==> src/hw/flashIoPkg.sv <==
package flashIoPkg;

    // storage geometry
    localparam int memDepth = 2048;
    localparam int memAddrBits = 11;
    localparam int memDataBits = 16;

    // memory view of an io word, ctrl flag is 0
    typedef struct packed {
        logic ctrl;
        logic [3:0] reserved;
        logic [memAddrBits-1:0] addr;
        logic [memDataBits-1:0] data;
    } memAccessT;

    // control view of an io word, ctrl flag is 1
    // a count of zero streams nothing
    typedef struct packed {
        logic ctrl;
        logic [3:0] reserved;
        logic [memAddrBits-1:0] startAddr;
        logic [4:0] pad;
        logic [memAddrBits-1:0] count;
    } streamCtrlT;

    // both views share bit 31 as the selector
    typedef union packed {
        memAccessT mem;
        streamCtrlT ctrl;
    } ioWordU;

    // outgoing io port payload from the processor
    typedef struct packed {
        logic responseRequested;
        logic [3:0] destReg;
        ioWordU word;
    } ioOutCmdT;

    typedef enum logic [1:0] {
        memStore,
        memLoad,
        streamStart,
        statusLoad
    } cmdKindT;

    // one flat form of the command after decode
    typedef struct packed {
        cmdKindT kind;
        logic [memAddrBits-1:0] addr;
        logic [memDataBits-1:0] data;
        logic [memAddrBits-1:0] count;
        logic [3:0] destReg;
    } decodedCmdT;

    // incoming io port payload back to the processor
    typedef struct packed {
        logic regResponse;
        logic memResponse;
        logic [3:0] destReg;
        logic [31:0] data;
    } ioResponseT;

    // one word toward the external programmer
    typedef struct packed {
        logic valid;
        logic [memAddrBits-1:0] addr;
        logic [memDataBits-1:0] data;
    } streamOutT;

endpackage

==> src/hw/ioResponse.sv <==
module ioResponse (
    input  logic clk,
    input  logic rstN,
    input  logic clkEn,
    input  logic loadFire,
    input  logic statusFire,
    input  flashIoPkg::decodedCmdT decoded,
    input  logic [flashIoPkg::memDataBits-1:0] bufferData,
    input  logic streamBusy,
    input  logic ioInReq,
    output logic ioInAck,
    output flashIoPkg::ioResponseT ioInResp,
    output logic responsePending
);
    import flashIoPkg::*;

    logic pending;
    logic isStatus;
    logic busyHeld;
    logic firstCycle;
    logic [3:0] destRegHeld;
    logic [memDataBits-1:0] heldData;
    logic [memDataBits-1:0] loadData;
    logic consume;

    // response taken by the processor
    assign consume = clkEn && pending && ioInReq;

    // pending flag and response source
    always_ff @(posedge clk) begin
        if (!rstN) begin
            pending <= 1'b0;
            isStatus <= 1'b0;
            firstCycle <= 1'b0;
        end else if (clkEn) begin
            if (loadFire || statusFire) begin
                pending <= 1'b1;
                isStatus <= statusFire;
                firstCycle <= loadFire;
            end else begin
                firstCycle <= 1'b0;
                if (consume) begin
                    pending <= 1'b0;
                end
            end
        end
    end

    // payload captured with the fire strobe
    // busy is sampled at the accepting edge
    always_ff @(posedge clk) begin
        if (clkEn && (loadFire || statusFire)) begin
            destRegHeld <= decoded.destReg;
            busyHeld <= streamBusy;
        end
    end

    // buffer moves on after one cycle, so keep a copy
    always_ff @(posedge clk) begin
        if (clkEn && firstCycle) begin
            heldData <= bufferData;
        end
    end

    // first cycle reads the buffer directly
    assign loadData = firstCycle ? bufferData : heldData;

    assign ioInResp.regResponse = pending;
    assign ioInResp.memResponse = 1'b0;
    assign ioInResp.destReg = destRegHeld;
    assign ioInResp.data = isStatus ? {31'b0, busyHeld} : {16'b0, loadData};

    assign ioInAck = pending;
    assign responsePending = pending;

    // request gating upstream keeps a second response out
    noFireWhilePending: assert property (@(posedge clk) disable iff (!rstN)
        (loadFire || statusFire) |-> !responsePending);

endmodule

==> config.mk <==
export PLATFORM = sky130hd
export DESIGN_NAME = ioResponse
export DESIGN_NICKNAME = d
export VERILOG_FILES = /design/src/hw/flashIoPkg.sv /design/src/hw/ioResponse.sv
export SDC_FILE = /design/constraint.sdc
export NUM_CORES = 1
export LEC_CHECK = 0
export BUFFER_PORTS_ARGS = -buffer_cell sky130_fd_sc_hd__buf_2
export CAP_MARGIN = 20
export CORE_UTILIZATION = 33
export CTS_CLUSTER_SIZE = 12
export DETAILED_ROUTE_END_ITERATION = 16
export PLACE_DENSITY = 0.75
export SLEW_MARGIN = 20
export SYNTH_ARGS = -nofsm -noshare
export SYNTH_HDL_FRONTEND = slang
export SYNTH_SLANG_ARGS = --single-unit
==> constraint.sdc <==
create_clock -name clk -period 1.3 [get_ports clk]
set_clock_uncertainty 0.1 [all_clocks]
set_input_delay 0.26 -clock clk [delete_from_list [all_inputs] [get_ports clk]]
set_output_delay 0.26 -clock clk [all_outputs]
set_load 0.005 [all_outputs]
* Word level (Yosys, flattened, before mapping)
Index checks and enable logic that the tools add are counted.
** Operators by class
- Mux-type cells :: 5
- Reduce and logical (&&, ||, !) cells :: 8
** Operators by type and width (count)
- two-way mux 16 bit :: 2
- logical AND 1 bit :: 4
- AND reduction 2 bit :: 2
- two-way mux 1 bit :: 3
- nonzero test 2 bit :: 1
- logical OR 1 bit :: 1
** Storage, ports and cells
- Register bits after elaboration :: 24
- Output and inout bits :: 40
- Word-level logic and storage cells :: 19

* Logic depth before layout (Yosys ltp)
- Word-level depth :: 4
- Depth in mapped cells :: 4
- Gate-level depth less buffers :: 2

* Worst setup path before layout
No wires, ideal clock.
- Kind :: reg-to-reg
- From :: register firstCycle
- To :: register heldData[0], enable pin
- Setup time :: 0.333 ns
- Data arrival time :: 0.897 ns
- Required time :: 0.867 ns
- Path slack :: -0.031 ns
- Cell stages (with the launch flop) :: 4
- Cells stage by stage :: dfxtp_1 -> buf_6 -> buf_12 -> and2_2
** Between the ends
- Longest elaborated chain between the ends :: 1
** RTL lines
- from (decl) :: RTL line ioResponse.sv:20 : logic firstCycle;
- from (signal assigned) :: RTL line ioResponse.sv:39 : firstCycle <= loadFire;
- logical AND 1 bit :: RTL line ioResponse.sv:60 : if (clkEn && firstCycle) begin
- to (signal assigned) :: RTL line ioResponse.sv:61 : heldData <= bufferData;
- to (decl) :: RTL line ioResponse.sv:22 : logic [memDataBits-1:0] heldData;
No other way between the ends.
A chain may end at the register's enable or synchronous reset.

==> results.cfg <==
[critical_path]
r2r_end = heldData[7]$_DFFE_PP_
critPathKind = reg -> out
r2r_slack_ns = -0.01
cp_max_fo = 6
worstPathRequired_ns = 0.94
endpoint_kind = output port
worst_setup_path_start_kind = flop
crit_arrival_ns = 1.21
reg2reg_from = firstCycle$_SDFFE_PN0P_
reg2reg_depth = 4

[grt]
grt_busiest_layer = met2
antenna_found_initial = 0
gr-total-overflow = 0
grt_max_degree = 17
grt_pass1_vias = 689
met1_usage_pct = 15.6
grt.total_usage_pct = 11.5
grt_pass1_wl_um = 3150
gr-usage-met2_pct = 18.1
grtUsageMet3_pct = 2.73

[detailed_routing]
drt-total-wl_um = 2220
ant_nets = 0
num_vias = 811
avgRoutedWirePerCell_um = 11.5
via_per_inst = 4.20
first_pass_iters = 4
drc = 0
drt_iter0_drc = 18

[yosys]
synth_compound_area_share_pct = 3.84
yosysTopAreaCell = edfxtp_1
synthDominantCellAreaShare_pct = 53.7
ys_seq_area_share_pct = 58.8
ys_ff_latch = 24
ys_types = 17
synth_xor_area_share_pct = 0
synthAdderAreaFrac_pct = 0
yosys.area_share.simple_pct = 6.61
yosys_warnings = 0
syn_inst = 90
ys_top_cells_by_area = edfxtp_1 54%, mux2i_1 14%, buf_4 13%
synth_top_family_by_area = buffers and inverters
synth_area_um2 = 1170
avgSynthCellArea_um2 = 13.0
synth_mux_area_share_pct = 14.5

[timing]
rsz0062_at_grt = yes
max_freq_ghz = 0.638
setup_viol = 32
layout_min_cycle_time_ns = 1.57
slew_viol_final = 0
fin_crit_sh_pct = 121
hold_slack_ns = 0.0261
final-hold-violation-count = 0
fin_ws_ns = -0.267

[final_layout]
drive_above_1_share_pct = 42.9
multi_input_area_um2 = 367
regArea_um2 = 694
fillCellCount = 331
nets = 215
fin_area_um2 = 1530
n_antenna_cell = 0
area_delta_synth_final_pct = 30.0

[placement]
place_hpwl_um = 1580
placed_area_um2 = 1390
globalplace.congestion = 0.675
io_buffers = 49

[hold_path]
hold_end = heldData[8]$_DFFE_PP_
hp-class = in -> reg
whs_path_depth = 1
min-delay-start = bufferData[8]

[power_and_ir_drop]
cellLeakagePower_nw = 0.673
vdd_drop_max_v = 0.000543
pwr_density_cell_nw_per_um2 = 1090

[floorplanning]
die_h_um = 61.6
start_util_pct = 34.9
dieArea_um2 = 3800
die_w_um = 61.6
num_io_pins = 107
coreArea_um2 = 3360
rows = 21

[cts]
cts_sinks = 24
cts_made_buffers = 3
clock_latency_ns = 0.30
clock_path_buffers = 2
cts_tree = done
clock-root-buffer = clkbuf_4
cts.htree.levels = 1
clk_pin_slew_ns = 0.14

[run]
cap_violations = 0

[run_status]
outcome = finished with violations
violations = setup timing
==> registers in the layout, summed over array words and instances, names as in the netlist <==
signal	count
busyHeld	1
destRegHeld	4
firstCycle	1
heldData	16
ioInAck	1
isStatus	1
==> Yosys cell counts (all sizes together) <==
cell and n:
nor2 15, and2 1, a21bo 1, mux2i 17, edfxtp 21, a21boi 2, dfxtp 3, nor2b 1
o21a 2, o21ai 1, buf 23, conb 1, nand2 2
==> per-layer routing <==
| metal | vias to the layer above | part of all wire [%] |
|---|---|---|
| li1 | 390 | - |
| met1 | 365 | 46 |
| met2 | 56 | 45 |
| met3 | 0 | 8.2 |
| met4 | 0 | 0 |
| met5 | - | 0 |
==> cells in the final DEF, fill, tap and decap left out, drive strengths merged <==
cell,netlist,routed
conb,1,17
clkbuf,0,3
a21boi,2,2
dfxtp,3,3
mux2i,17,17
and2,1,2
buf,23,55
o21ai,1,1
dlygate4sd3,0,4
nand2,2,2
bufinv,0,1
edfxtp,21,21
nor2,15,15
o21a,2,2
a21bo,1,1
nor2b,1,1
==> power breakdown <==
| part | internal [mW] | switching (mW) |
|---|---|---|
| clock | 0.312 | 0.221 |
| sequential | 0.873 | 0.0129 |
| combinational | 0.132 | 0.118 |
| total | 1.32 | 0.352 |
==> stage by stage <==
step	power [mW]	utilization, %	TNS [ns]	setup WS [ns]	std cells
after floorplan	1.06	-	0	0.0660	106
after global placement	1.13	41.4	0	0.0102	182
after detailed placement	1.13	41.4	-0.00821	-0.00821	182
after CTS	1.68	43.8	-4.68	-0.300	188
after global routing	1.76	45.3	-6.31	-0.375	193
final	1.67	45.3	-4.01	-0.267	193
==> final cells by class <==
type,count,share of cell area (%)
multi-input combinational,60,24.0
clock buffer,3,1.48
timing repair buffer,59,23.2
clock inverter,1,1.97
sequential,24,45.5
tap,46,3.77
==> critical path, cell delays in order (launching register included) <==
cell and delay, ns:
dfxtp_4 0.39, buf_8 0.13, mux2i_1 0.19, nor2_1 0.07, buf_2 0.13
==> worst max path at each step <==
| stage | startpoint | endpoint | slack [ns] | depth (start not counted) |
|---|---|---|---|---|
| finish | firstCycle$_SDFFE_PN0P_ | ioInResp[3] | -0.27 | 4 |
| global route | firstCycle$_SDFFE_PN0P_ | ioInResp[0] | -0.37 | 4 |
| CTS | firstCycle$_SDFFE_PN0P_ | ioInResp[3] | -0.30 | 4 |
| detailed placement | firstCycle$_SDFFE_PN0P_ | ioInResp[0] | -0.008 | 4 |
| global placement | firstCycle$_SDFFE_PN0P_ | ioInResp[0] | 0.01 | 4 |
| floorplan | firstCycle$_SDFFE_PN0P_ | heldData[0]$_DFFE_PP_ | 0.07 | 3 |
==> repair_timing <==
item,in CTS,in global routing
endpoints found under the setup margin,16,32
setup buffers,1,1
resized for setup,4,3
hold buffers,1,3
endpoints found under the hold margin,1,3
gates cloned,0,1
==> cells by family (layout without fill, tap and decap cells) <==
kind of cell | after synthesis | after routing
other | 1 | 17
AO/OA/AOI/OAI | 6 | 6
AND/OR/NAND/NOR | 19 | 20
buffers and inverters | 23 | 63
multiplexers | 17 | 17
flip-flops | 24 | 24
(Power assumes the default switching activity.)
