**config.mk**
```make
export PLATFORM = sky130hd
export DESIGN_NAME = ioCommandDecode
export DESIGN_NICKNAME = d
export VERILOG_FILES = /design/src/hw/flashIoPkg.sv /design/src/hw/ioCommandDecode.sv
export SDC_FILE = /design/constraint.sdc
export NUM_CORES = 1
export LEC_CHECK = 0
export ABC_AREA = 1
export BUFFER_PORTS_ARGS = -buffer_cell sky130_fd_sc_hd__buf_4
export CAP_MARGIN = 20
export CELL_PAD_IN_SITES_DETAIL_PLACEMENT = 2
export CELL_PAD_IN_SITES_GLOBAL_PLACEMENT = 2
export CORE_MARGIN = 8
export CORE_UTILIZATION = 10
export DETAILED_ROUTE_END_ITERATION = 10
export GPL_TIMING_DRIVEN = 0
export PLACE_DENSITY_LB_ADDON = 0.1
export SLEW_MARGIN = 5
export SYNTH_ARGS = -nofsm -noshare
export SYNTH_HDL_FRONTEND = slang
export SYNTH_SLANG_ARGS = --single-unit
```
**constraint.sdc**
```tcl
create_clock -name clk -period 1.3 [get_ports clk]
set_input_delay 0.26 -clock clk [delete_from_list [all_inputs] [get_ports clk]]
set_output_delay 0.26 -clock clk [all_outputs]
set_load 0.05 [all_outputs]
```
**src/hw/flashIoPkg.sv**
```systemverilog
package flashIoPkg;

    // storage geometry
    localparam int memDepth = 2048;
    localparam int memAddrBits = 11;
    localparam int memDataBits = 16;

    // memory view of an io word, ctrl flag is 0
    typedef struct packed {
        logic ctrl;
        logic [3:0] reserved;
        logic [memAddrBits-1:0] addr;
        logic [memDataBits-1:0] data;
    } memAccessT;

    // control view of an io word, ctrl flag is 1
    // a count of zero streams nothing
    typedef struct packed {
        logic ctrl;
        logic [3:0] reserved;
        logic [memAddrBits-1:0] startAddr;
        logic [4:0] pad;
        logic [memAddrBits-1:0] count;
    } streamCtrlT;

    // both views share bit 31 as the selector
    typedef union packed {
        memAccessT mem;
        streamCtrlT ctrl;
    } ioWordU;

    // outgoing io port payload from the processor
    typedef struct packed {
        logic responseRequested;
        logic [3:0] destReg;
        ioWordU word;
    } ioOutCmdT;

    typedef enum logic [1:0] {
        memStore,
        memLoad,
        streamStart,
        statusLoad
    } cmdKindT;

    // one flat form of the command after decode
    typedef struct packed {
        cmdKindT kind;
        logic [memAddrBits-1:0] addr;
        logic [memDataBits-1:0] data;
        logic [memAddrBits-1:0] count;
        logic [3:0] destReg;
    } decodedCmdT;

    // incoming io port payload back to the processor
    typedef struct packed {
        logic regResponse;
        logic memResponse;
        logic [3:0] destReg;
        logic [31:0] data;
    } ioResponseT;

    // one word toward the external programmer
    typedef struct packed {
        logic valid;
        logic [memAddrBits-1:0] addr;
        logic [memDataBits-1:0] data;
    } streamOutT;

endpackage

```
**src/hw/ioCommandDecode.sv**
```systemverilog
module ioCommandDecode (
    input  logic clk,
    input  logic rstN,
    input  logic clkEn,
    input  logic ioOutAck,
    input  flashIoPkg::ioOutCmdT ioOutCmd,
    input  logic responsePending,
    input  logic streamBusy,
    output logic ioOutReq,
    output logic storeFire,
    output logic loadFire,
    output logic startFire,
    output logic statusFire,
    output flashIoPkg::decodedCmdT decoded
);
    import flashIoPkg::*;

    logic portReady;
    logic isCtrl;
    logic wantsResp;
    logic blocked;
    logic accept;

    // port stays closed until the first enabled edge out of reset
    always_ff @(posedge clk) begin
        if (!rstN) begin
            portReady <= 1'b0;
        end else if (clkEn) begin
            portReady <= 1'b1;
        end
    end

    // bit 31 is the same in both views
    assign isCtrl = ioOutCmd.word.mem.ctrl;
    assign wantsResp = ioOutCmd.responseRequested;

    // pick the view by the ctrl flag
    always_comb begin
        decoded.destReg = ioOutCmd.destReg;
        if (isCtrl) begin
            decoded.kind = wantsResp ? statusLoad : streamStart;
            decoded.addr = ioOutCmd.word.ctrl.startAddr;
            decoded.count = ioOutCmd.word.ctrl.count;
            decoded.data = '0;
        end else begin
            decoded.kind = wantsResp ? memLoad : memStore;
            decoded.addr = ioOutCmd.word.mem.addr;
            decoded.data = ioOutCmd.word.mem.data;
            decoded.count = '0;
        end
    end

    // any response waits for the pending one to drain
    // memory loads and starts also wait while the flasher owns the read port
    // status loads may go through during a stream
    assign blocked = (wantsResp && responsePending)
                   || (streamBusy && (decoded.kind == memLoad || decoded.kind == streamStart));

    assign ioOutReq = clkEn && portReady && !blocked;
    assign accept = ioOutReq && ioOutAck;

    // exactly one strobe per accepted command
    assign storeFire = accept && (decoded.kind == memStore);
    assign loadFire = accept && (decoded.kind == memLoad);
    assign startFire = accept && (decoded.kind == streamStart);
    assign statusFire = accept && (decoded.kind == statusLoad);

    // a command taken off the bus must be fully driven
    cmdKnown: assert property (@(posedge clk) disable iff (!rstN)
        accept |-> !$isunknown(ioOutCmd));

endmodule

```
; ---- Word-level counts from Yosys, hierarchy flattened
; Index checks and enable logic that the tools add are counted.
[totals]
input_bits = 43
out_inout_bits = 49
ff_bits = 1
[op_classes]
n_mux = 3
reduce_logical = 13
eq_ne = 3
[op_table]
columns = op, count
row1 = $mux 40, 1
row2 = $logic_and 1x1->1, 9
row3 = $eq 2x2->1 const B, 2
row4 = $eq 2x1->1 const B, 1
row5 = $logic_not 2->1, 1
row6 = $logic_or 1x1->1, 2
row7 = $mux 1, 2
row8 = $logic_not 1->1, 1

; ---- Logic depth before layout (Yosys ltp)
[logic_depth]
depth_word = 10
mapped_depth = 7

; ---- Least setup slack after synthesis
; Ideal clock, no wire load.
[synth_timing]
kind = input to output
startpoint = input ioOutCmd[31] (netlist name)
endpoint = output loadFire
path_slack_ps = -653
arrival_time_ps = 1693
t_required_ps = 1040
path_buffers = 2
path_stages = 7
path_cell_list = buf_6 -> buf_6 -> inv_1 -> ha_1 -> nand2_1 -> nand4_2 -> nor2_1
[synth_between]
elab_chain_cells = 9
[synth_rtl]
columns = element, line_no
row1 = "start, declared", ioCommandDecode.sv:6  ; input flashIoPkg::ioOutCmdT ioOutCmd,
row2 = $mux 40 *, ioCommandDecode.sv:40  ; if (isCtrl) begin
row3 = $eq 2x1->1 or $eq 2x2->1 (tied branches), "ioCommandDecode.sv:57, ioCommandDecode.sv:64"
row4 = $logic_or 1x1->1, ioCommandDecode.sv:57  ; || (streamBusy && (decoded.kind == memLoad || decoded.kind == streamStart));
row5 = $logic_and 1x1->1, ioCommandDecode.sv:57
row6 = $logic_or 1x1->1, ioCommandDecode.sv:57
row7 = $logic_not 1->1, ioCommandDecode.sv:59  ; assign ioOutReq = clkEn && portReady && !blocked;
row8 = $logic_and 1x1->1, ioCommandDecode.sv:59
row9 = $logic_and 1x1->1, ioCommandDecode.sv:60  ; assign accept = ioOutReq && ioOutAck;
row10 = $logic_and 1x1->1 *, ioCommandDecode.sv:64  ; assign loadFire = accept && (decoded.kind == memLoad);
row11 = "end, declared", ioCommandDecode.sv:11  ; output logic loadFire,
; Every way passes the cells marked *; elsewhere a longest branch is shown, timed or not.

; ---- Worst setup path after layout
[layout_timing]
startpoint = input ioOutCmd[31] (netlist name)
endpoint = output storeFire
[layout_between]
elab_chain_cells = 9
[layout_rtl]
columns = element, line_no
row1 = $mux 40 *, ioCommandDecode.sv:40
row2 = $eq 2x1->1 or $eq 2x2->1 (tied branches), ioCommandDecode.sv:57
row3 = $logic_or 1x1->1, ioCommandDecode.sv:57
row4 = $logic_and 1x1->1, ioCommandDecode.sv:57
row5 = $logic_or 1x1->1, ioCommandDecode.sv:57
row6 = $logic_not 1->1, ioCommandDecode.sv:59
row7 = $logic_and 1x1->1, ioCommandDecode.sv:59
row8 = $logic_and 1x1->1, ioCommandDecode.sv:60
row9 = $logic_and 1x1->1 *, ioCommandDecode.sv:63  ; assign storeFire = accept && (decoded.kind == memStore);
row10 = "end, declared", ioCommandDecode.sv:10  ; output logic storeFire,
; Marked as above.

==> impl_metrics.csv <==
group,metric,value,unit
setup_path,r2r-end,"portReady$_SDFFE_PN0P_",
min_path,hold_path_startpoint,"portReady$_SDFFE_PN0P_",
finish,reg_top3,"portReady x1",
placed_design,gp_congestion,0.685,
run_status,violations,"negative setup slack",
synth,yosysUniqueCellTypes,9,
pwr,powerDensity,493,nW/µm²
placed_design,hpwl,2660,µm
sta,max_slew.worst_pin.slew,0.191,ns
pwr,ir_drop,143,µV
pwr,pwr-share-clk,0,%
sta,max_freq,651,MHz
detailed_routing,drc,0,
synth,ys_ff_latch,1,
synth,avgSynthCellArea,5.30,µm²
finish,final_cells,244,
die,core_area,5040,µm²
finish,nets,223,
pwr,seq_power_share,4.9,%
sta,slew_headroom,87.2,%
sta,rsz0062_at_grt,"yes",
sta,min_period_over_period,118,%
clocking,clkTransAtPathRegs,0,ns
run_status,status,"finished, violations left",
finish,final_common_cell,"buf_4",
setup_path,required,1.04,ns
clocking,hold_buffers,0,
pwr,p_leak,0.836,nW
setup_path,rrSetupSlack,0.73,ns
die,die_h,87.7,µm
finish,final_util,28.1,%
finish,regMostFlops,"portReady",
detailed_routing,vias,841,
setup_path,cp-start-kind,"input port",
synth,syn_inst,97,
placed_design,io_buffers,72,
finish,drive_above_1_share,71.3,%
detailed_routing,ant_nets,0,
placed_design,dpl.cell_count,239,
synth,syn-cell-area,514,µm²
setup_path,r2r-start,"portReady$_SDFFE_PN0P_",
setup_path,cp.arrival,1.28,ns
global_route,grt_pass1_vias,1006,
finish,nFillCells,593,
synth,synth_top_cell_by_area,"buf_4",
sta,fin_ws,-0.237,ns
finish,area_delta_synth_final,176,%
min_path,whs_path_depth,1,
pwr,p_int,287,µW
global_route,antenna_found_initial,0,
finish,mostFrequentLayoutCells,"buf_4 (69), inv_1 (32), buf_6 (21)",
setup_path,rr_worst_depth,1,
pwr,pwr-share-comb,95.1,%
synth,ys_warn_count,0,
setup_path,endpoint_kind,"primary output",
sta,clock_skew,0,ns
synth,ys_seq_area_share,3.89,%
min_path,min_to,"portReady$_SDFFE_PN0P_",
pwr,switching_share,59.0,%
job,maxCapViolCount,0,
sta,post-route-min-period,1.54,ns
detailed_routing,firstDrtPassIters,2,
pwr,power.switching,413,µW
die,rows,26,
pwr,power.total,700,µW
detailed_routing,wirelength,3030,µm
placed_design,pre_cts_ws,-0.483,ns
setup_path,worst-path-max-fanout,4,
global_route,grt_max_degree,11,
die,fp.dieW,87.7,µm
synth,synthesis.nets,144,
detailed_routing,via_per_inst,3.45,
synth,yosysTopAreaCellShare,24.8,%
setup_path,path_class,"in2out",
finish,diodes,0,
min_path,hp-class,"reg2reg",
detailed_routing,post_drt_wl_per_cell,12.4,µm
clocking,insertion_delay,0,ns
sta,hold_viol_final,0,
global_route,grt.overflow.total,0,
finish,largest_reg_flops,1,
die,die_area,7690,µm²
synth,synth_top_cells_by_area,"buf_4 (25%), inv_1 (25%), nor2_1 (15%), nand2_1 (11%), ha_1 (9.7%)",
detailed_routing,first_iter_violations,4,
die,io_pins,92,
die,initial_core_util,10.2,%
global_route,grt_pass1_wl,4770,µm
sta,setup_viol,5,
sta,finalSetupTns,-1.03,ns
global_route,grt_use_total,7.56,%
sta,slew_violations,0,
[worst max-delay path, stage by stage]
cell	delay, ns
buf_8	0.10
buf_8	0.12
inv_6	0.05
ha_4	0.20
nand2_4	0.08
nand4_4	0.16
nor2_4	0.16
buf_8	0.15
[synthesized netlist by cell type]
| cell type | n |
|---|---|
| o21a_1 | 1 |
| dfxtp_1 | 1 |
| nor2_1 | 21 |
| buf_6 | 3 |
| inv_1 | 34 |
| nand4_2 | 1 |
| nand2_1 | 15 |
| buf_4 | 17 |
| ha_1 | 4 |
[worst max-delay path by stage]
stage           endpoint          from  slack [ns]
2_1_floorplan   loadFire  ioOutCmd[31]       -0.25
3_3_place_gp    loadFire  ioOutCmd[31]       -0.48
3_5_place_dp    loadFire  ioOutCmd[31]       -0.48
4_1_cts         loadFire  ioOutCmd[31]       -0.32
5_1_grt        storeFire  ioOutCmd[31]       -0.30
6_report       storeFire  ioOutCmd[31]       -0.24
[cell type report]
type,count,area (µm²),area share (%)
tap,70,87.6,6.17
inverter,34,133,9.35
timing repair buffer,78,702,49.5
multi-input combinational,42,319,22.5
sequential,1,20.0,1.41
buffer,19,158,11.1
[per-stage QoR]
stage          hold slack (ns)  instance area [µm²]
2_1_floorplan            0.370                  604
3_3_place_gp             0.448                 1230
3_5_place_dp             0.466                 1230
6_report                 0.455                 1420
4_1_cts                  0.464                 1420
5_1_grt                  0.483                 1420
[power by group through the flow]
stage	combinational (mW)	clock (mW)	sequential, mW
after global placement	0.604	0	0.0344
after floorplan	0.408	0	0.0344
final	0.665	0	0.0346
after CTS	0.674	0	0.0347
after detailed placement	0.614	0	0.0347
after global routing	0.704	0	0.0349
[per-layer routing]
layer	vias to the layer above	part of all wire, %	GRT usage, %
met2	57	52	15.4
met4	0	0	0
met1	386	35	7.10
met3	0	13	3.19
li1	398	-	-
met5	-	0	0
[logic make-up (layout without fill, tap and decap cells)]
kind of cell / after synthesis / count (layout) / synth area share, %
flops: 1 / 1 / 3.89
compound gates: 1 / 1 / 1.46
simple gates: 37 / 37 / 28.7
buf+inv: 54 / 131 / 56.2
fa+ha+maj: 4 / 4 / 9.73
[timing repair]
action                     CTS  global route
gates resized for setup     42             4
setup buffers                5             1
pin swaps                    3             4
setup endpoints to repair    5            24
Power figures use the tool's default switching activity.
