`config.mk`:
```
export PLATFORM = sky130hd
export DESIGN_NAME = flashStreamer
export DESIGN_NICKNAME = d
export VERILOG_FILES = /design/src/hw/flashIoPkg.sv /design/src/hw/flashStreamer.sv
export SDC_FILE = /design/constraint.sdc
export NUM_CORES = 1
export LEC_CHECK = 0
export ABC_AREA = 1
export BUFFER_PORTS_ARGS = -buffer_cell sky130_fd_sc_hd__buf_2
export CAP_MARGIN = 20
export CORE_MARGIN = 5
export CORE_UTILIZATION = 45
export DETAILED_ROUTE_END_ITERATION = 8
export PLACE_DENSITY = 0.8
export SETUP_SLACK_MARGIN = 0.1
export SYNTH_ARGS = -nofsm -noshare
export SYNTH_HDL_FRONTEND = slang
export SYNTH_SLANG_ARGS = --single-unit
```
`constraint.sdc`:
```
create_clock -name clk -period 1.83 [get_ports clk]
set_input_delay 0 -clock clk [delete_from_list [all_inputs] [get_ports clk]]
set_output_delay 0 -clock clk [all_outputs]
set_load 0.02 [all_outputs]
```
`src/hw/flashIoPkg.sv`:
```
package flashIoPkg;

    // storage geometry
    localparam int memDepth = 2048;
    localparam int memAddrBits = 11;
    localparam int memDataBits = 16;

    // memory view of an io word, ctrl flag is 0
    typedef struct packed {
        logic ctrl;
        logic [3:0] reserved;
        logic [memAddrBits-1:0] addr;
        logic [memDataBits-1:0] data;
    } memAccessT;

    // control view of an io word, ctrl flag is 1
    // a count of zero streams nothing
    typedef struct packed {
        logic ctrl;
        logic [3:0] reserved;
        logic [memAddrBits-1:0] startAddr;
        logic [4:0] pad;
        logic [memAddrBits-1:0] count;
    } streamCtrlT;

    // both views share bit 31 as the selector
    typedef union packed {
        memAccessT mem;
        streamCtrlT ctrl;
    } ioWordU;

    // outgoing io port payload from the processor
    typedef struct packed {
        logic responseRequested;
        logic [3:0] destReg;
        ioWordU word;
    } ioOutCmdT;

    typedef enum logic [1:0] {
        memStore,
        memLoad,
        streamStart,
        statusLoad
    } cmdKindT;

    // one flat form of the command after decode
    typedef struct packed {
        cmdKindT kind;
        logic [memAddrBits-1:0] addr;
        logic [memDataBits-1:0] data;
        logic [memAddrBits-1:0] count;
        logic [3:0] destReg;
    } decodedCmdT;

    // incoming io port payload back to the processor
    typedef struct packed {
        logic regResponse;
        logic memResponse;
        logic [3:0] destReg;
        logic [31:0] data;
    } ioResponseT;

    // one word toward the external programmer
    typedef struct packed {
        logic valid;
        logic [memAddrBits-1:0] addr;
        logic [memDataBits-1:0] data;
    } streamOutT;

endpackage

```
`src/hw/flashStreamer.sv`:
```
module flashStreamer (
    input  logic clk,
    input  logic rstN,
    input  logic clkEn,
    input  logic startFire,
    input  flashIoPkg::decodedCmdT decoded,
    input  logic [flashIoPkg::memDataBits-1:0] bufferData,
    output logic readEn,
    output logic [flashIoPkg::memAddrBits-1:0] readAddr,
    output flashIoPkg::streamOutT streamOut,
    output logic streamBusy
);
    import flashIoPkg::*;

    logic [memAddrBits-1:0] addrCnt;
    logic [memAddrBits-1:0] remaining;
    logic [memAddrBits-1:0] addrDelay;
    logic validDelay;

    // busy while words are left to issue
    assign streamBusy = (remaining != '0);

    // one address out per busy cycle
    assign readEn = streamBusy;
    assign readAddr = addrCnt;

    // address and word counters
    // the address wraps at the top of memory on its own
    always_ff @(posedge clk) begin
        if (!rstN) begin
            addrCnt <= '0;
            remaining <= '0;
        end else if (clkEn) begin
            if (startFire) begin
                addrCnt <= decoded.addr;
                remaining <= decoded.count;
            end else if (streamBusy) begin
                addrCnt <= addrCnt + 1'b1;
                remaining <= remaining - 1'b1;
            end
        end
    end

    // issued flag follows the address by one stage
    // lines up with the word landing in the read buffer
    always_ff @(posedge clk) begin
        if (!rstN) begin
            validDelay <= 1'b0;
        end else if (clkEn) begin
            validDelay <= streamBusy;
        end
    end

    // address of the word now in the buffer
    always_ff @(posedge clk) begin
        if (clkEn) begin
            addrDelay <= addrCnt;
        end
    end

    // data comes straight from the read buffer
    assign streamOut.valid = validDelay;
    assign streamOut.addr = addrDelay;
    assign streamOut.data = bufferData;

    // decoder must hold off a new start during a stream
    noStartWhileBusy: assert property (@(posedge clk) disable iff (!rstN)
        startFire |-> !streamBusy);

    // a valid word without busy is the last one, nothing follows it
    validOnlyWhileBusy: assert property (@(posedge clk) disable iff (!rstN)
        (clkEn && streamOut.valid && !streamBusy) |=> !streamOut.valid);

endmodule

```
# == After elaboration in Yosys (flattened, before gate mapping) ==
# Index checks and enable logic that the tools add are counted.
# totals
ff_bits,34
output_inout_bits,41
elab_cells,13
# op_classes
n_addsub,2
mux,4
n_reduce_logical,3
# op_table
op,count
11-bit two-way mux,4
11-bit by 1-bit adder with 11-bit output (second input constant),1
11-bit nonzero test,1
11-bit by 1-bit subtractor with 11-bit output (second input constant),1
2-bit AND reduction,1
2-bit nonzero test,1

# == Longest topological paths before layout ==
# depth
depth_word,3
mapped_depth,10

# == Worst setup path after synthesis ==
# Ideal clock, no wire load.
# synth_timing
path_kind,flip-flop to flip-flop
from,reg remaining[0]
to,"reg addrCnt[8], in the netlist readAddr[8]"
setup_ns,0.112
t_arrival_ns,1.406
required_ns,1.718
path_slack_ns,0.312
stages_incl_launch_ff,10
path_buffers,0
synth_period_minus_slack_ns,1.518
cell_sequence,dfxtp_1 > inv_1 > ha_1 > nand2_2 > nor2_1 > nand3_1 > nand3_1 > nand2_1 > nand2_1 > nor2_1
# synth_via
elab_chain_cells,3
# synth_lines
element,line,text
from (decl),flashStreamer.sv:16,logic [memAddrBits-1:0] remaining;
from (signal assigned),flashStreamer.sv:36,remaining <= decoded.count;
from (signal assigned),flashStreamer.sv:39,remaining <= remaining - 1'b1;
11-bit nonzero test,flashStreamer.sv:21,assign streamBusy = (remaining != '0);
named net readEn,flashStreamer.sv:8,"output logic readEn,"
2-bit nonzero test (no source line),--,
2-bit AND reduction (no source line),--,
to (signal assigned),flashStreamer.sv:35,addrCnt <= decoded.addr;
to (signal assigned),flashStreamer.sv:38,addrCnt <= addrCnt + 1'b1;
to (decl),flashStreamer.sv:15,logic [memAddrBits-1:0] addrCnt;
# The timed path passes the listed nets, and every way through them passes these cells.
# A chain may end at the register's enable or synchronous reset.

# == Worst setup path after layout ==
# layout_timing
from,reg remaining[0]
to,"reg addrCnt[9], in the netlist readAddr[9]"
# layout_via
elab_chain_cells,3
# layout_lines
element,line
11-bit nonzero test,flashStreamer.sv:21
2-bit nonzero test (no source line),--
2-bit AND reduction (no source line),--
# No other way between the ends.

==> reports/results.env <==
DRCVIOLATIONCOUNT=0
CTSHTREEMAXLEVEL=2
PLACE_CONGESTION=0.7955
VIAS_IN_THE_FIRST_GLOBAL_ROUTE=1814
SYNTH_TOP_AREA_CELL='sky130_fd_sc_hd__dfxtp_1'
POWER_FRAC_SEQ_PCT=47.3
RUN_STATUS='finished, final reports clean'
FINAL_NET_COUNT=395
PORT-BUFFER-COUNT=50
CLKTRANSATPATHREGS_NS=0.07
CRITPATHCAPTURETYPE='register'
MULTIINPUTGATEAREA_UM2=945.9
PWR-SHARE-COMB_PCT=24.0
POWER_PER_CELL_AREA_nW_PER_UM2=810.3
WORSTREG2REGSTART='remaining[0]'
DIEAREA_UM2=5924
SYNTH_SEQUENTIAL_AREA_RATIO_PCT=39.18
WORSTSETUPSTARTPOINT='remaining[0]'
CP_CELL_SEQUENCE='inv_2 -> ha_2 -> nand2_2 -> nor2_4 -> nand3_4 -> nand2_4 -> buf_6 -> nand2_1 -> nand2_1 -> nor2_1'
FIN_CRIT_NS=1.627
VIA_TO_CELL_RATIO=4.929
SYNTH-WARNING-COUNT=0
VDD_DROP_MAX_V=0.0002936
CLOCK-SKEW-FINAL_NS=0.003387
LEAKAGE_DISSIPATION_uW=0.001144
CLOCK-ROOT-BUFFER='sky130_fd_sc_hd__clkbuf_8'
WORST_R2R_PATH_DEPTH=10
DP.FINAL_HPWL_UM=3226
ANTENNA_CELLS_INSERTED=0
CRITICAL-PATH-MAX-STAGE-DELAY_NS=0.34
SETUP_TOTAL_NEG_SLACK_NS=0
INITIAL_CORE_UTILIZATION_PCT=46.35
MAXCAPVIOLATIONS=0
CRITICALPATHCATEGORY='register to register'
DIEWIDTH_UM=76.97
YOSYS.AREA.TOP_TYPE_SHARE_PCT=22.81
UTILIZATION_PCT=53.56
FINAL_CELL_MIX='sky130_fd_sc_hd__nand2_1 (82), sky130_fd_sc_hd__buf_2 (50), sky130_fd_sc_hd__nor2_1 (46)'
MASTER_OF_THE_SLOWEST_INSTANCE_ON_THE_CRITICAL_PATH='sky130_fd_sc_hd__dfxtp_1'
AVGSYNTHCELLAREA_UM2=7.008
SYNTH_CELL_TYPES=29
SYN2LAYOUT_AREA_GROWTH_PCT=15.56
PLACE_INST=366
INSERTED_CLOCK_BUFFERS=5
POWER.NET_SWITCHING_uW=615.0
ROUTE.FINAL.WIRE_LENGTH_UM=4680
UPPER_CLOCK_FREQUENCY_LIMIT_MHz=614.7
LAYOUT_COMMONEST_CELL='sky130_fd_sc_hd__nand2_1'
R2R-END='readAddr[9]'
ASYNCSETRESETFLOPFRACSYNTH_PCT=0
CRITPATHARRIVALTIME_NS=1.81
YOSYS-TOP-CELLS-AREA='sky130_fd_sc_hd__dfxtp_1 (23%), sky130_fd_sc_hd__edfxtp_1 (16%), sky130_fd_sc_hd__nand2_1 (15%)'
PLACE_AREA_UM2=2161
TRACK_USAGE_PCT=15.94
WORSTSETUPSTARTPOINTTYPE='register'
CP.BUFFERS_INVERTERS=2
CLOCK_POWER_SHARE_PCT=28.7
LAYOUT.CELL_AREA.NON_FILLER_UM2=2332
POSTROUTEANTENNANETS=0
HOLD_END='streamOut[13]'
CLK_PATH_BUF_DEPTH=2
SYN_INST=288
FIN_HOLD_VIOLS=0
DRT_PRE_ANTENNA_ITERS=4
TRITONCTS_SINK_COUNT=34
SWITCHING_SHARE_PCT=32.54
FINALHOLDWORSTSLACK_NS=0.000007743
CRITICAL-PATH-TOP-CELL-BY-COUNT='sky130_fd_sc_hd__nand2_1'
SLEW_VIOL_FINAL=0
WORST-PATH-MAX-FANOUT=8
GRT-OVFL-TOTAL=0
DRT_ITER0_DRC=123
CLOCK_TREE_FROM_TRITONCTS='done'
MAX-SLEW-MARGIN-REL_PCT=68.54
DRT-WIRELENGTH-PER-CELL_UM=12.25
POWER_REPORT.INTERNAL_TOTAL_uW=1275
SYNTHESIS.AREA_UM2=2018
EDFF_COUNT_SYNTH=11
SOURCE_TO_SINK_CLOCK_DELAY_AT_THE_LATER_PIN_OF_THE_WORST_SKEW_PAIR_NS=0.29
CRITICAL_PATH_REQUIRED_NS=2.02
FINAL.PERIOD_UTILIZATION_PCT=88.89
FP.DIEH_UM=76.97
YOSYS_MOST_USED_DFF='sky130_fd_sc_hd__dfxtp_1'
ANTENNA_VIOLATIONS_BEFORE_REPAIR=0
GRT_MAX_DEGREE=24
HOLD_PATH_STARTPOINT='bufferData[13]'
FINAL_CELL_COUNT_NO_FILL=382
TIMING_WORST_SLEW_PIN_VALUE_NS=0.4719
HOLD_PATH_DEPTH=0
WORSTHOLDPATHTYPE='input port to output port'
SYNTHESIZED_FLOP_AND_LATCH_TOTAL=34
STD_CELL_ROWS=24
PATH_DELAY_FAMILY='simple AND/OR/NAND/NOR gates'
NUM-FILL-CELLS=423
CORE-AREA_UM2=4354
DR_TOTAL_VIAS=1883
GRT_SETUP_UNREPAIRED='false'
R2R_SETUP_SLACK_NS=0.20
SYNTHESIS.NETS=354
POST_ROUTE_CELLS_DRIVE_ABOVE_1_SHARE_PCT=23.03
WIRE_LENGTH_OF_THE_FIRST_GLOBAL_ROUTING_PASS_UM=7797
FINALSETUPVIOLCOUNT=0
SEQUENTIAL_CELL_AREA_UM2=790.8
IOS=105
[cells in the mapped netlist (2+ instances only)]
| library cell | instances |
|---|---|
| sky130_fd_sc_hd__nand4_1 | 3 |
| sky130_fd_sc_hd__inv_1 | 25 |
| sky130_fd_sc_hd__buf_6 | 2 |
| sky130_fd_sc_hd__xor2_1 | 4 |
| sky130_fd_sc_hd__a21oi_2 | 2 |
| sky130_fd_sc_hd__nand2_1 | 82 |
| sky130_fd_sc_hd__nand3_1 | 18 |
| sky130_fd_sc_hd__o21ai_0 | 16 |
| sky130_fd_sc_hd__buf_2 | 3 |
| sky130_fd_sc_hd__clkbuf_1 | 4 |
| sky130_fd_sc_hd__dfxtp_1 | 23 |
| sky130_fd_sc_hd__nor2_1 | 46 |
| sky130_fd_sc_hd__ha_1 | 2 |
| sky130_fd_sc_hd__buf_4 | 18 |
| sky130_fd_sc_hd__edfxtp_1 | 11 |
| sky130_fd_sc_hd__a21oi_1 | 13 |
| sky130_fd_sc_hd__nand3b_1 | 2 |
| sky130_fd_sc_hd__mux2i_1 | 2 |
| sky130_fd_sc_hd__a31oi_1 | 2 |
[sequential cells by signal, summed over array words and instances, names as in the netlist]
register	count
addrDelay	11
remaining	11
readAddr	11
validDelay	1
[power groups by stage]
stage / Clock, uW / Combinational (uW) / Sequential [uW]
final: 542 / 453 / 894
after global routing: 582 / 514 / 903
after CTS: 552 / 436 / 892
after detailed placement: 0 / 427 / 909
after global placement: 0 / 417 / 907
after floorplan: 0 / 327 / 944
[metal layers]
| metal | GRT usage (%) | wire (um) | vias up |
|---|---|---|---|
| li1 | - | - | 977 |
| met1 | 17.99 | 1927 | 826 |
| met2 | 26.74 | 2238 | 68 |
| met3 | 5.738 | 424 | 12 |
| met4 | 7.216 | 91 | 0 |
| met5 | 0 | 0 | - |
[through the flow]
step | worst slack, ns | power [uW]
final | 0.2033 | 1890
after global routing | 0.09980 | 1999
after CTS | 0.1246 | 1881
after detailed placement | 0.1827 | 1336
after global placement | 0.1955 | 1325
after floorplan | 0.3122 | 1270
[cell families after synthesis]
logic type,after synthesis,share of synthesized area [%]
flops,34,39.18
buf+inv,54,15.00
mux,2,0.9920
simple gates,158,32.80
xor+xnor,4,1.736
fa+ha+maj,2,1.240
compound gates,34,9.052
[worst reg2reg max path, cell delays in order (launching register included)]
cell	delay, ns
sky130_fd_sc_hd__dfxtp_1	0.34
sky130_fd_sc_hd__inv_2	0.10
sky130_fd_sc_hd__ha_2	0.21
sky130_fd_sc_hd__nand2_2	0.11
sky130_fd_sc_hd__nor2_4	0.16
sky130_fd_sc_hd__nand3_4	0.12
sky130_fd_sc_hd__nand2_4	0.16
sky130_fd_sc_hd__buf_6	0.15
sky130_fd_sc_hd__nand2_1	0.06
sky130_fd_sc_hd__nand2_1	0.08
sky130_fd_sc_hd__nor2_1	0.05
[worst max path at each step]
stage | cells after the start | slack [ns] | endpoint
3_3_place_gp | 9 | 0.20 | remaining[6]
6_report | 10 | 0.20 | readAddr[9]
3_5_place_dp | 9 | 0.18 | remaining[6]
2_1_floorplan | 9 | 0.31 | readAddr[8]
5_1_grt | 10 | 0.1 | readAddr[9]
4_1_cts | 6 | 0.12 | streamBusy
[final cells by class]
cell class / instances / area share [%]
repair buffers: 61 / 14.86
inverters: 26 / 4.399
clock buffers: 6 / 3.112
clock inverters: 2 / 0.3755
well taps: 52 / 2.790
flip-flops and latches: 34 / 33.91
multi-input cells: 201 / 40.56
[what timing repair did]
item / CTS / global route
hold buffers: 4 / 0
gates resized for setup: 0 / 6
endpoints found under the setup margin: 0 / 20
setup buffers: 0 / 3
endpoints found under the hold margin: 4 / 0
(Power assumes the default switching activity.)
